## config.mk

```make
export PLATFORM = sky130hd
export DESIGN_NAME = cart_top
export DESIGN_NICKNAME = d
export VERILOG_FILES = /design/src/source/snes_cart_pkg.sv /design/src/source/bus_decode.sv /design/src/source/cart_map.sv /design/src/source/cart_top.sv /design/src/source/data_return.sv /design/src/source/msu_regs.sv
export SDC_FILE = /design/constraint.sdc
export NUM_CORES = 1
export LEC_CHECK = 0
export ABC_CLOCK_PERIOD_IN_PS = 2800
export BUFFER_PORTS_ARGS = -buffer_cell sky130_fd_sc_hd__buf_2
export CAP_MARGIN = 5
export CELL_PAD_IN_SITES_DETAIL_PLACEMENT = 1
export CELL_PAD_IN_SITES_GLOBAL_PLACEMENT = 2
export CORE_ASPECT_RATIO = 2
export CORE_UTILIZATION = 31
export DETAILED_ROUTE_END_ITERATION = 8
export GPL_ROUTABILITY_DRIVEN = 0
export GPL_TIMING_DRIVEN = 0
export PLACE_DENSITY_LB_ADDON = 0.1
export SLEW_MARGIN = 20
export SYNTH_ARGS = -nofsm -noshare
export SYNTH_HDL_FRONTEND = slang
export SYNTH_HIERARCHICAL = 1
export SYNTH_SLANG_ARGS = --single-unit
```

## constraint.sdc

```tcl
create_clock -name mclk -period 2.8 [get_ports mclk]
set_clock_uncertainty 0.05 [all_clocks]
set_input_delay 0.56 -clock mclk [delete_from_list [all_inputs] [get_ports mclk]]
set_output_delay 0.56 -clock mclk [all_outputs]
set_load 0.01 [all_outputs]
```

## src/source/snes_cart_pkg.sv

```systemverilog
package snes_cart_pkg;

	// CPU bus and memory widths
	localparam int CPU_AW   = 24;
	localparam int ROM_AW   = 24;
	localparam int BSRAM_AW = 20;
	localparam int DATA_W   = 8;

	// Cartridge layout as given by the ROM header
	typedef enum logic {
		MAP_LOROM,
		MAP_HIROM
	} map_mode_t;

	// Target of a single CPU bus cycle
	typedef enum logic [2:0] {
		REG_NONE,
		REG_ROM,
		REG_BSRAM,
		REG_WRAM,
		REG_MSU
	} region_t;

	// ----------------------------------------
	// MSU register window
	// ----------------------------------------

	localparam logic [15:0] MSU_BASE = 16'h2000;

	// First character sits in the top byte and is read back at $2002
	localparam logic [47:0] MSU_ID = "S-MSU1";

endpackage

```

## src/source/bus_decode.sv

```systemverilog
`timescale 1ns/1ps

module bus_decode (
	input  logic                                mclk,
	input  logic                                rst_n,
	input  snes_cart_pkg::map_mode_t            map_mode,
	input  logic                                msu_enable,
	input  logic [snes_cart_pkg::CPU_AW-1:0]    ca,
	input  logic                                cpurd_n,
	input  logic                                cpuwr_n,
	input  logic [snes_cart_pkg::DATA_W-1:0]    cpu_dout,
	output logic [snes_cart_pkg::CPU_AW-1:0]    s1_ca,
	output snes_cart_pkg::region_t              s1_region,
	output logic                                s1_rd,
	output logic                                s1_wr,
	output logic [snes_cart_pkg::DATA_W-1:0]    s1_wdata
);

	logic [7:0]             bank;
	logic                   idle;
	snes_cart_pkg::region_t region;

	assign bank = ca[23:16];
	assign idle = cpurd_n && cpuwr_n;

	// Priority decode, first match wins
	always_comb begin
		region = snes_cart_pkg::REG_NONE;
		if (idle) begin
			region = snes_cart_pkg::REG_NONE;
		end else if (bank == 8'h7e || bank == 8'h7f) begin
			region = snes_cart_pkg::REG_WRAM;
		end else if (msu_enable && !ca[22] && ca[15:3] == snes_cart_pkg::MSU_BASE[15:3]) begin
			region = snes_cart_pkg::REG_MSU;
		end else if (map_mode == snes_cart_pkg::MAP_LOROM) begin
			if (&ca[22:20] && !ca[15]) begin
				region = snes_cart_pkg::REG_BSRAM;
			end else if (ca[15]) begin
				region = snes_cart_pkg::REG_ROM;
			end
		end else begin
			// HiROM save RAM lives at $6000-$7FFF of banks $20-$3F and mirrors
			if (ca[22:21] == 2'b01 && ca[15:13] == 3'b011) begin
				region = snes_cart_pkg::REG_BSRAM;
			end else if (ca[22] || ca[15]) begin
				region = snes_cart_pkg::REG_ROM;
			end
		end
	end

	always_ff @(posedge mclk or negedge rst_n) begin
		if (!rst_n) begin
			s1_region <= snes_cart_pkg::REG_NONE;
			s1_rd     <= 1'b0;
			s1_wr     <= 1'b0;
		end else begin
			s1_region <= region;
			s1_rd     <= !cpurd_n;
			s1_wr     <= !cpuwr_n;
		end
	end

	always_ff @(posedge mclk) begin
		s1_ca    <= ca;
		s1_wdata <= cpu_dout;
	end

	// The CPU never drives both strobes in one cycle
	a_strobe_excl: assert property (@(posedge mclk) disable iff (!rst_n)
		cpurd_n || cpuwr_n)
		else $error("bus_decode: read and write strobes low together");

endmodule

```

## src/source/cart_map.sv

```systemverilog
`timescale 1ns/1ps

module cart_map #(
	parameter int ROM_AW   = snes_cart_pkg::ROM_AW,
	parameter int BSRAM_AW = snes_cart_pkg::BSRAM_AW
) (
	input  logic                                mclk,
	input  logic                                rst_n,
	input  snes_cart_pkg::map_mode_t            map_mode,
	input  logic [ROM_AW-1:0]                   rom_mask,
	input  logic [BSRAM_AW-1:0]                 ram_mask,
	input  logic [snes_cart_pkg::CPU_AW-1:0]    s1_ca,
	input  snes_cart_pkg::region_t              s1_region,
	input  logic                                s1_rd,
	input  logic                                s1_wr,
	input  logic [snes_cart_pkg::DATA_W-1:0]    s1_wdata,
	output logic [ROM_AW-1:0]                   rom_addr,
	output logic                                rom_ce_n,
	output logic                                rom_oe_n,
	output logic [BSRAM_AW-1:0]                 bsram_addr,
	output logic [snes_cart_pkg::DATA_W-1:0]    bsram_d,
	output logic                                bsram_ce_n,
	output logic                                bsram_oe_n,
	output logic                                bsram_we_n,
	output snes_cart_pkg::region_t              s2_region,
	output logic                                s2_rd,
	output logic                                s2_rom_hi
);

	logic [snes_cart_pkg::CPU_AW-1:0] rom_full;
	logic [snes_cart_pkg::CPU_AW-1:0] ram_full;
	logic [ROM_AW-1:0]                rom_masked;
	logic                             is_rom;
	logic                             is_ram;

	// LoROM drops A15 from the address, HiROM keeps the whole bank linear
	always_comb begin
		if (map_mode == snes_cart_pkg::MAP_HIROM) begin
			rom_full = {2'b00, s1_ca[21:0]};
			ram_full = {6'd0, s1_ca[20:16], s1_ca[12:0]};
		end else begin
			rom_full = {2'b00, s1_ca[22:16], s1_ca[14:0]};
			ram_full = {5'd0, s1_ca[19:16], s1_ca[14:0]};
		end
	end

	assign rom_masked = rom_full[ROM_AW-1:0] & rom_mask;
	assign is_rom     = s1_region == snes_cart_pkg::REG_ROM && s1_rd;
	assign is_ram     = s1_region == snes_cart_pkg::REG_BSRAM;

	always_ff @(posedge mclk or negedge rst_n) begin
		if (!rst_n) begin
			rom_ce_n   <= 1'b1;
			rom_oe_n   <= 1'b1;
			bsram_ce_n <= 1'b1;
			bsram_oe_n <= 1'b1;
			bsram_we_n <= 1'b1;
			s2_region  <= snes_cart_pkg::REG_NONE;
			s2_rd      <= 1'b0;
		end else begin
			rom_ce_n   <= !is_rom;
			rom_oe_n   <= !is_rom;
			bsram_ce_n <= !is_ram;
			bsram_oe_n <= !(is_ram && s1_rd);
			bsram_we_n <= !(is_ram && s1_wr);
			s2_region  <= s1_region;
			s2_rd      <= s1_rd;
		end
	end

	always_ff @(posedge mclk) begin
		rom_addr   <= rom_masked;
		bsram_addr <= ram_full[BSRAM_AW-1:0] & ram_mask;
		bsram_d    <= s1_wdata;
		s2_rom_hi  <= rom_masked[0];
	end

	// A decoded access is a read or a write, never both
	a_one_cmd: assert property (@(posedge mclk) disable iff (!rst_n)
		!(s1_rd && s1_wr))
		else $error("cart_map: read and write decoded together");

endmodule

```

## src/source/cart_top.sv

```systemverilog
`timescale 1ns/1ps

module cart_top #(
	parameter int ROM_AW   = snes_cart_pkg::ROM_AW,
	parameter int BSRAM_AW = snes_cart_pkg::BSRAM_AW
) (
	input  logic                                mclk,
	input  logic                                rst_n,
	input  snes_cart_pkg::map_mode_t            map_mode,
	input  logic                                msu_enable,
	input  logic [ROM_AW-1:0]                   rom_mask,
	input  logic [BSRAM_AW-1:0]                 ram_mask,
	input  logic [snes_cart_pkg::CPU_AW-1:0]    ca,
	input  logic                                cpurd_n,
	input  logic                                cpuwr_n,
	input  logic [snes_cart_pkg::DATA_W-1:0]    cpu_dout,
	output logic [snes_cart_pkg::DATA_W-1:0]    cpu_din,
	output logic [ROM_AW-1:0]                   rom_addr,
	input  logic [15:0]                         rom_q,
	output logic                                rom_ce_n,
	output logic                                rom_oe_n,
	output logic [BSRAM_AW-1:0]                 bsram_addr,
	output logic [snes_cart_pkg::DATA_W-1:0]    bsram_d,
	input  logic [snes_cart_pkg::DATA_W-1:0]    bsram_q,
	output logic                                bsram_ce_n,
	output logic                                bsram_oe_n,
	output logic                                bsram_we_n,
	output logic [15:0]                         msu_track_num,
	output logic                                msu_track_request,
	input  logic                                msu_track_missing,
	output logic [7:0]                          msu_volume,
	output logic                                msu_audio_playing,
	output logic                                msu_audio_repeat
);

	logic [snes_cart_pkg::CPU_AW-1:0] s1_ca;
	snes_cart_pkg::region_t           s1_region;
	logic                             s1_rd;
	logic                             s1_wr;
	logic [snes_cart_pkg::DATA_W-1:0] s1_wdata;
	snes_cart_pkg::region_t           s2_region;
	logic                             s2_rd;
	logic                             s2_rom_hi;
	logic [snes_cart_pkg::DATA_W-1:0] msu_rdata;

	bus_decode u_bus_decode (
		.mclk(mclk), .rst_n(rst_n), .map_mode(map_mode), .msu_enable(msu_enable),
		.ca(ca), .cpurd_n(cpurd_n), .cpuwr_n(cpuwr_n), .cpu_dout(cpu_dout),
		.s1_ca(s1_ca), .s1_region(s1_region), .s1_rd(s1_rd), .s1_wr(s1_wr),
		.s1_wdata(s1_wdata)
	);

	cart_map #(.ROM_AW(ROM_AW), .BSRAM_AW(BSRAM_AW)) u_cart_map (
		.mclk(mclk), .rst_n(rst_n), .map_mode(map_mode),
		.rom_mask(rom_mask), .ram_mask(ram_mask),
		.s1_ca(s1_ca), .s1_region(s1_region), .s1_rd(s1_rd), .s1_wr(s1_wr),
		.s1_wdata(s1_wdata),
		.rom_addr(rom_addr), .rom_ce_n(rom_ce_n), .rom_oe_n(rom_oe_n),
		.bsram_addr(bsram_addr), .bsram_d(bsram_d), .bsram_ce_n(bsram_ce_n),
		.bsram_oe_n(bsram_oe_n), .bsram_we_n(bsram_we_n),
		.s2_region(s2_region), .s2_rd(s2_rd), .s2_rom_hi(s2_rom_hi)
	);

	msu_regs u_msu_regs (
		.mclk(mclk), .rst_n(rst_n),
		.s1_ca(s1_ca), .s1_region(s1_region), .s1_rd(s1_rd), .s1_wr(s1_wr),
		.s1_wdata(s1_wdata), .msu_track_missing(msu_track_missing),
		.msu_rdata(msu_rdata), .msu_track_num(msu_track_num),
		.msu_track_request(msu_track_request), .msu_volume(msu_volume),
		.msu_audio_playing(msu_audio_playing), .msu_audio_repeat(msu_audio_repeat)
	);

	data_return u_data_return (
		.mclk(mclk), .rst_n(rst_n),
		.s2_region(s2_region), .s2_rd(s2_rd), .s2_rom_hi(s2_rom_hi),
		.rom_q(rom_q), .bsram_q(bsram_q), .msu_rdata(msu_rdata),
		.cpu_din(cpu_din)
	);

endmodule

```

## src/source/data_return.sv

```systemverilog
`timescale 1ns/1ps

module data_return (
	input  logic                                mclk,
	input  logic                                rst_n,
	input  snes_cart_pkg::region_t              s2_region,
	input  logic                                s2_rd,
	input  logic                                s2_rom_hi,
	input  logic [15:0]                         rom_q,
	input  logic [snes_cart_pkg::DATA_W-1:0]    bsram_q,
	input  logic [snes_cart_pkg::DATA_W-1:0]    msu_rdata,
	output logic [snes_cart_pkg::DATA_W-1:0]    cpu_din
);

	logic [snes_cart_pkg::DATA_W-1:0] sel_byte;

	// The MSU window is decoded ahead of the cartridge, so it wins
	always_comb begin
		sel_byte = '0;
		if (s2_rd) begin
			case (s2_region)
				snes_cart_pkg::REG_MSU:   sel_byte = msu_rdata;
				snes_cart_pkg::REG_ROM:   sel_byte = s2_rom_hi ? rom_q[15:8] : rom_q[7:0];
				snes_cart_pkg::REG_BSRAM: sel_byte = bsram_q;
				default:                  sel_byte = '0;
			endcase
		end
	end

	always_ff @(posedge mclk or negedge rst_n) begin
		if (!rst_n) begin
			cpu_din <= '0;
		end else begin
			cpu_din <= sel_byte;
		end
	end

endmodule

```

## src/source/msu_regs.sv

```systemverilog
`timescale 1ns/1ps

module msu_regs (
	input  logic                                mclk,
	input  logic                                rst_n,
	input  logic [snes_cart_pkg::CPU_AW-1:0]    s1_ca,
	input  snes_cart_pkg::region_t              s1_region,
	input  logic                                s1_rd,
	input  logic                                s1_wr,
	input  logic [snes_cart_pkg::DATA_W-1:0]    s1_wdata,
	input  logic                                msu_track_missing,
	output logic [snes_cart_pkg::DATA_W-1:0]    msu_rdata,
	output logic [15:0]                         msu_track_num,
	output logic                                msu_track_request,
	output logic [7:0]                          msu_volume,
	output logic                                msu_audio_playing,
	output logic                                msu_audio_repeat
);

	logic [2:0]                       off;
	logic                             msu_wr;
	logic                             msu_rd;
	logic [snes_cart_pkg::DATA_W-1:0] rd_byte;

	assign off    = s1_ca[2:0];
	assign msu_wr = s1_wr && s1_region == snes_cart_pkg::REG_MSU;
	assign msu_rd = s1_rd && s1_region == snes_cart_pkg::REG_MSU;

	// ----------------------------------------
	// Read side
	// ----------------------------------------

	always_comb begin
		case (off)
			3'd0:    rd_byte = {2'b00, msu_audio_repeat, msu_audio_playing,
				msu_track_missing, 3'b000};
			3'd1:    rd_byte = '0;
			default: rd_byte = snes_cart_pkg::MSU_ID[8 * (7 - int'(off)) +: 8];
		endcase
	end

	// ----------------------------------------
	// Write side
	// ----------------------------------------

	always_ff @(posedge mclk or negedge rst_n) begin
		if (!rst_n) begin
			msu_track_num     <= '0;
			msu_track_request <= 1'b0;
			msu_volume        <= '0;
			msu_audio_playing <= 1'b0;
			msu_audio_repeat  <= 1'b0;
			msu_rdata         <= '0;
		end else begin
			msu_track_request <= 1'b0;
			msu_rdata         <= msu_rd ? rd_byte : '0;
			if (msu_wr) begin
				case (off)
					3'd4: msu_track_num[7:0] <= s1_wdata;
					// Writing the high byte starts the track load
					3'd5: begin
						msu_track_num[15:8] <= s1_wdata;
						msu_track_request   <= 1'b1;
					end
					3'd6: msu_volume <= s1_wdata;
					3'd7: begin
						msu_audio_playing <= s1_wdata[0];
						msu_audio_repeat  <= s1_wdata[1];
					end
					default: ;
				endcase
			end
		end
	end

	a_req_pulse: assert property (@(posedge mclk) disable iff (!rst_n)
		msu_track_request |=> !msu_track_request)
		else $error("msu_regs: track request held longer than one cycle");

endmodule

```

==> results.ini <==
[pwr]
p_per_area_nw_per_um2=738
leakagePower_nw=3.13
vdd_ir_drop_max_v=0.000409
fin_total_pwr_w=0.00461

[cts]
clkLatencyLatePin_ps=410
cts_tree=yes
h-tree-depth=4
cts-root-buf=clkbuf_16
cts_resized=0
cts_setup_buffers=0
cts.clk_slew.worst_paths_ps=60
cts_hold_buf=0
numCtsBuffers=17
clk_path_buf_depth=2
cts_sinks=135

[worst_setup_path]
end_kind=flip-flop
slowest_stage=nor4_4
crit_buf_inv=0
cp.required_ps=3040
arrival_ps=2340
cp_top_family=simple AND/OR/NAND/NOR gates
worst-setup-path-type=flip-flop to flip-flop
worst_setup_path_start_kind=flip-flop
slowest_delay_ps=650
worstPathCellList=or3b_4 > nor4_4 > mux2_2
cp_max_fo=9

[timing]
fin_setup_tns_ps=0
min_period_ps=2100
finalSetupViolations=0
fin_crit_sh_pct=75.1
slew_headroom_pct=49.8
layout_setup_ws_ps=696
finalMaxSlewViolations=0
rsz0062_at_grt=false
fmax_mhz=475
max_slew.worst_pin.slew_ps=747
finalHoldViolCount=0

[yosys]
avgSynthCellArea_sq_um=13.2
syn_inst=334
yosys_warnings=6
syn_area_sq_um=4420

[final_layout]
fin_util_pct=45.0
area_growth_pct=41.2
fin_nets=654
drive_above_1_share_pct=51.6
final_cell_mix=194 x buf_2, 80 x dfxtp_1, 51 x dfrtp_1, 34 x mux2_2, 28 x and2_1
final_common_cell=buf_2

[grt]
grt_max_degree=56
grt_overflow=0
grt_pass1_wl_microns=16900
grt_usage_pct=15.4
grt_pass1_vias=3480
antenna_found_initial=0

[routing]
drt-initial-drc-count=57
drcViolationCount=0
dr.pass1.iters=4
ant_nets=0
num_vias=3240
viasPerCell=4.32
avgRoutedWirePerCell_microns=14.8
wl_microns=11100

[flow_run]
drv_cap=0

[die]
io_pins=199
start_util_pct=31.8
die_x_microns=86.5
die_height_microns=171
rows=61
core_area_sq_um=13900
dieArea_sq_um=14800

[placed_design]
place_hpwl_microns=8450
port_buffers=192
dp_slack_ps=650

[hold_path]
min_path_type=input pin to async pin

[run_status]
status=complete, no violations

## report_power, final
| part | switching (W) | leakage [nW] | internal [W] |
|---|---|---|---|
| Sequential | 0.0000311 | 1.41 | 0.00201 |
| Combinational | 0.000134 | 1.42 | 0.000138 |
| Clock | 0.000863 | 0.290 | 0.00143 |
| Total | 0.00103 | 3.13 | 0.00358 |
## sequential cells by signal (all words and copies together) (netlist names), 3 cells and up
| signal | count |
|---|---|
| u_cart_map/bsram_d | 8 |
| u_msu_regs/msu_volume | 8 |
| u_cart_map/rom_addr | 22 |
| u_cart_map/bsram_addr | 19 |
| u_bus_decode/s1_wdata | 8 |
| u_bus_decode/s1_region | 3 |
| u_data_return/cpu_din | 8 |
| u_msu_regs/msu_track_num | 16 |
| u_bus_decode/s1_ca | 23 |
| u_msu_regs/msu_rdata | 7 |
| u_cart_map/s2_region | 3 |
## worst paths after layout
kind	to	depth (start not counted)	startpoint	slack, ps
worst max-delay path	u_msu_regs/msu_track_num[11]	3	u_bus_decode/s1_region[1]	700
worst min-delay path	u_data_return/cpu_din[4]	1	rst_n	150
max in group asynchronous	u_msu_regs/msu_track_num[8]	1	rst_n	2070
worst min register to register	u_cart_map/bsram_d[2]	0	u_bus_decode/s1_wdata[2]	330
min in group mclk	u_bus_decode/s1_wdata[4]	1	cpu_dout[4]	200
worst max register to register	u_msu_regs/msu_track_num[11]	3	u_bus_decode/s1_region[1]	700
## through the flow
step           instances  instance area [sq um]  hold slack (ps)
2_1_floorplan        336                   4430              214
3_3_place_gp         717                   5630              318
3_5_place_dp         717                   5630              323
4_1_cts              749                   6240              179
5_1_grt              749                   6240              180
6_report             750                   6250              152
## metal layers
layer  global-route usage [%]  wire length (microns)
met5                        0                      0
met1                     13.5                   3690
met2                     30.6                   6710
met3                     4.49                    537
met4                     7.17                    186
## cell type report
cell class / instances / area, sq um
antenna: 1 / 2.50
buffer: 14 / 93.8
clock buffer: 19 / 443
clock inverter: 13 / 170
fill: 1582 / 7640
inverter: 6 / 22.5
multi-input combinational: 181 / 1330
sequential: 135 / 2980
tap: 189 / 236
timing repair buffer: 192 / 963
(Power assumes the default switching activity.)
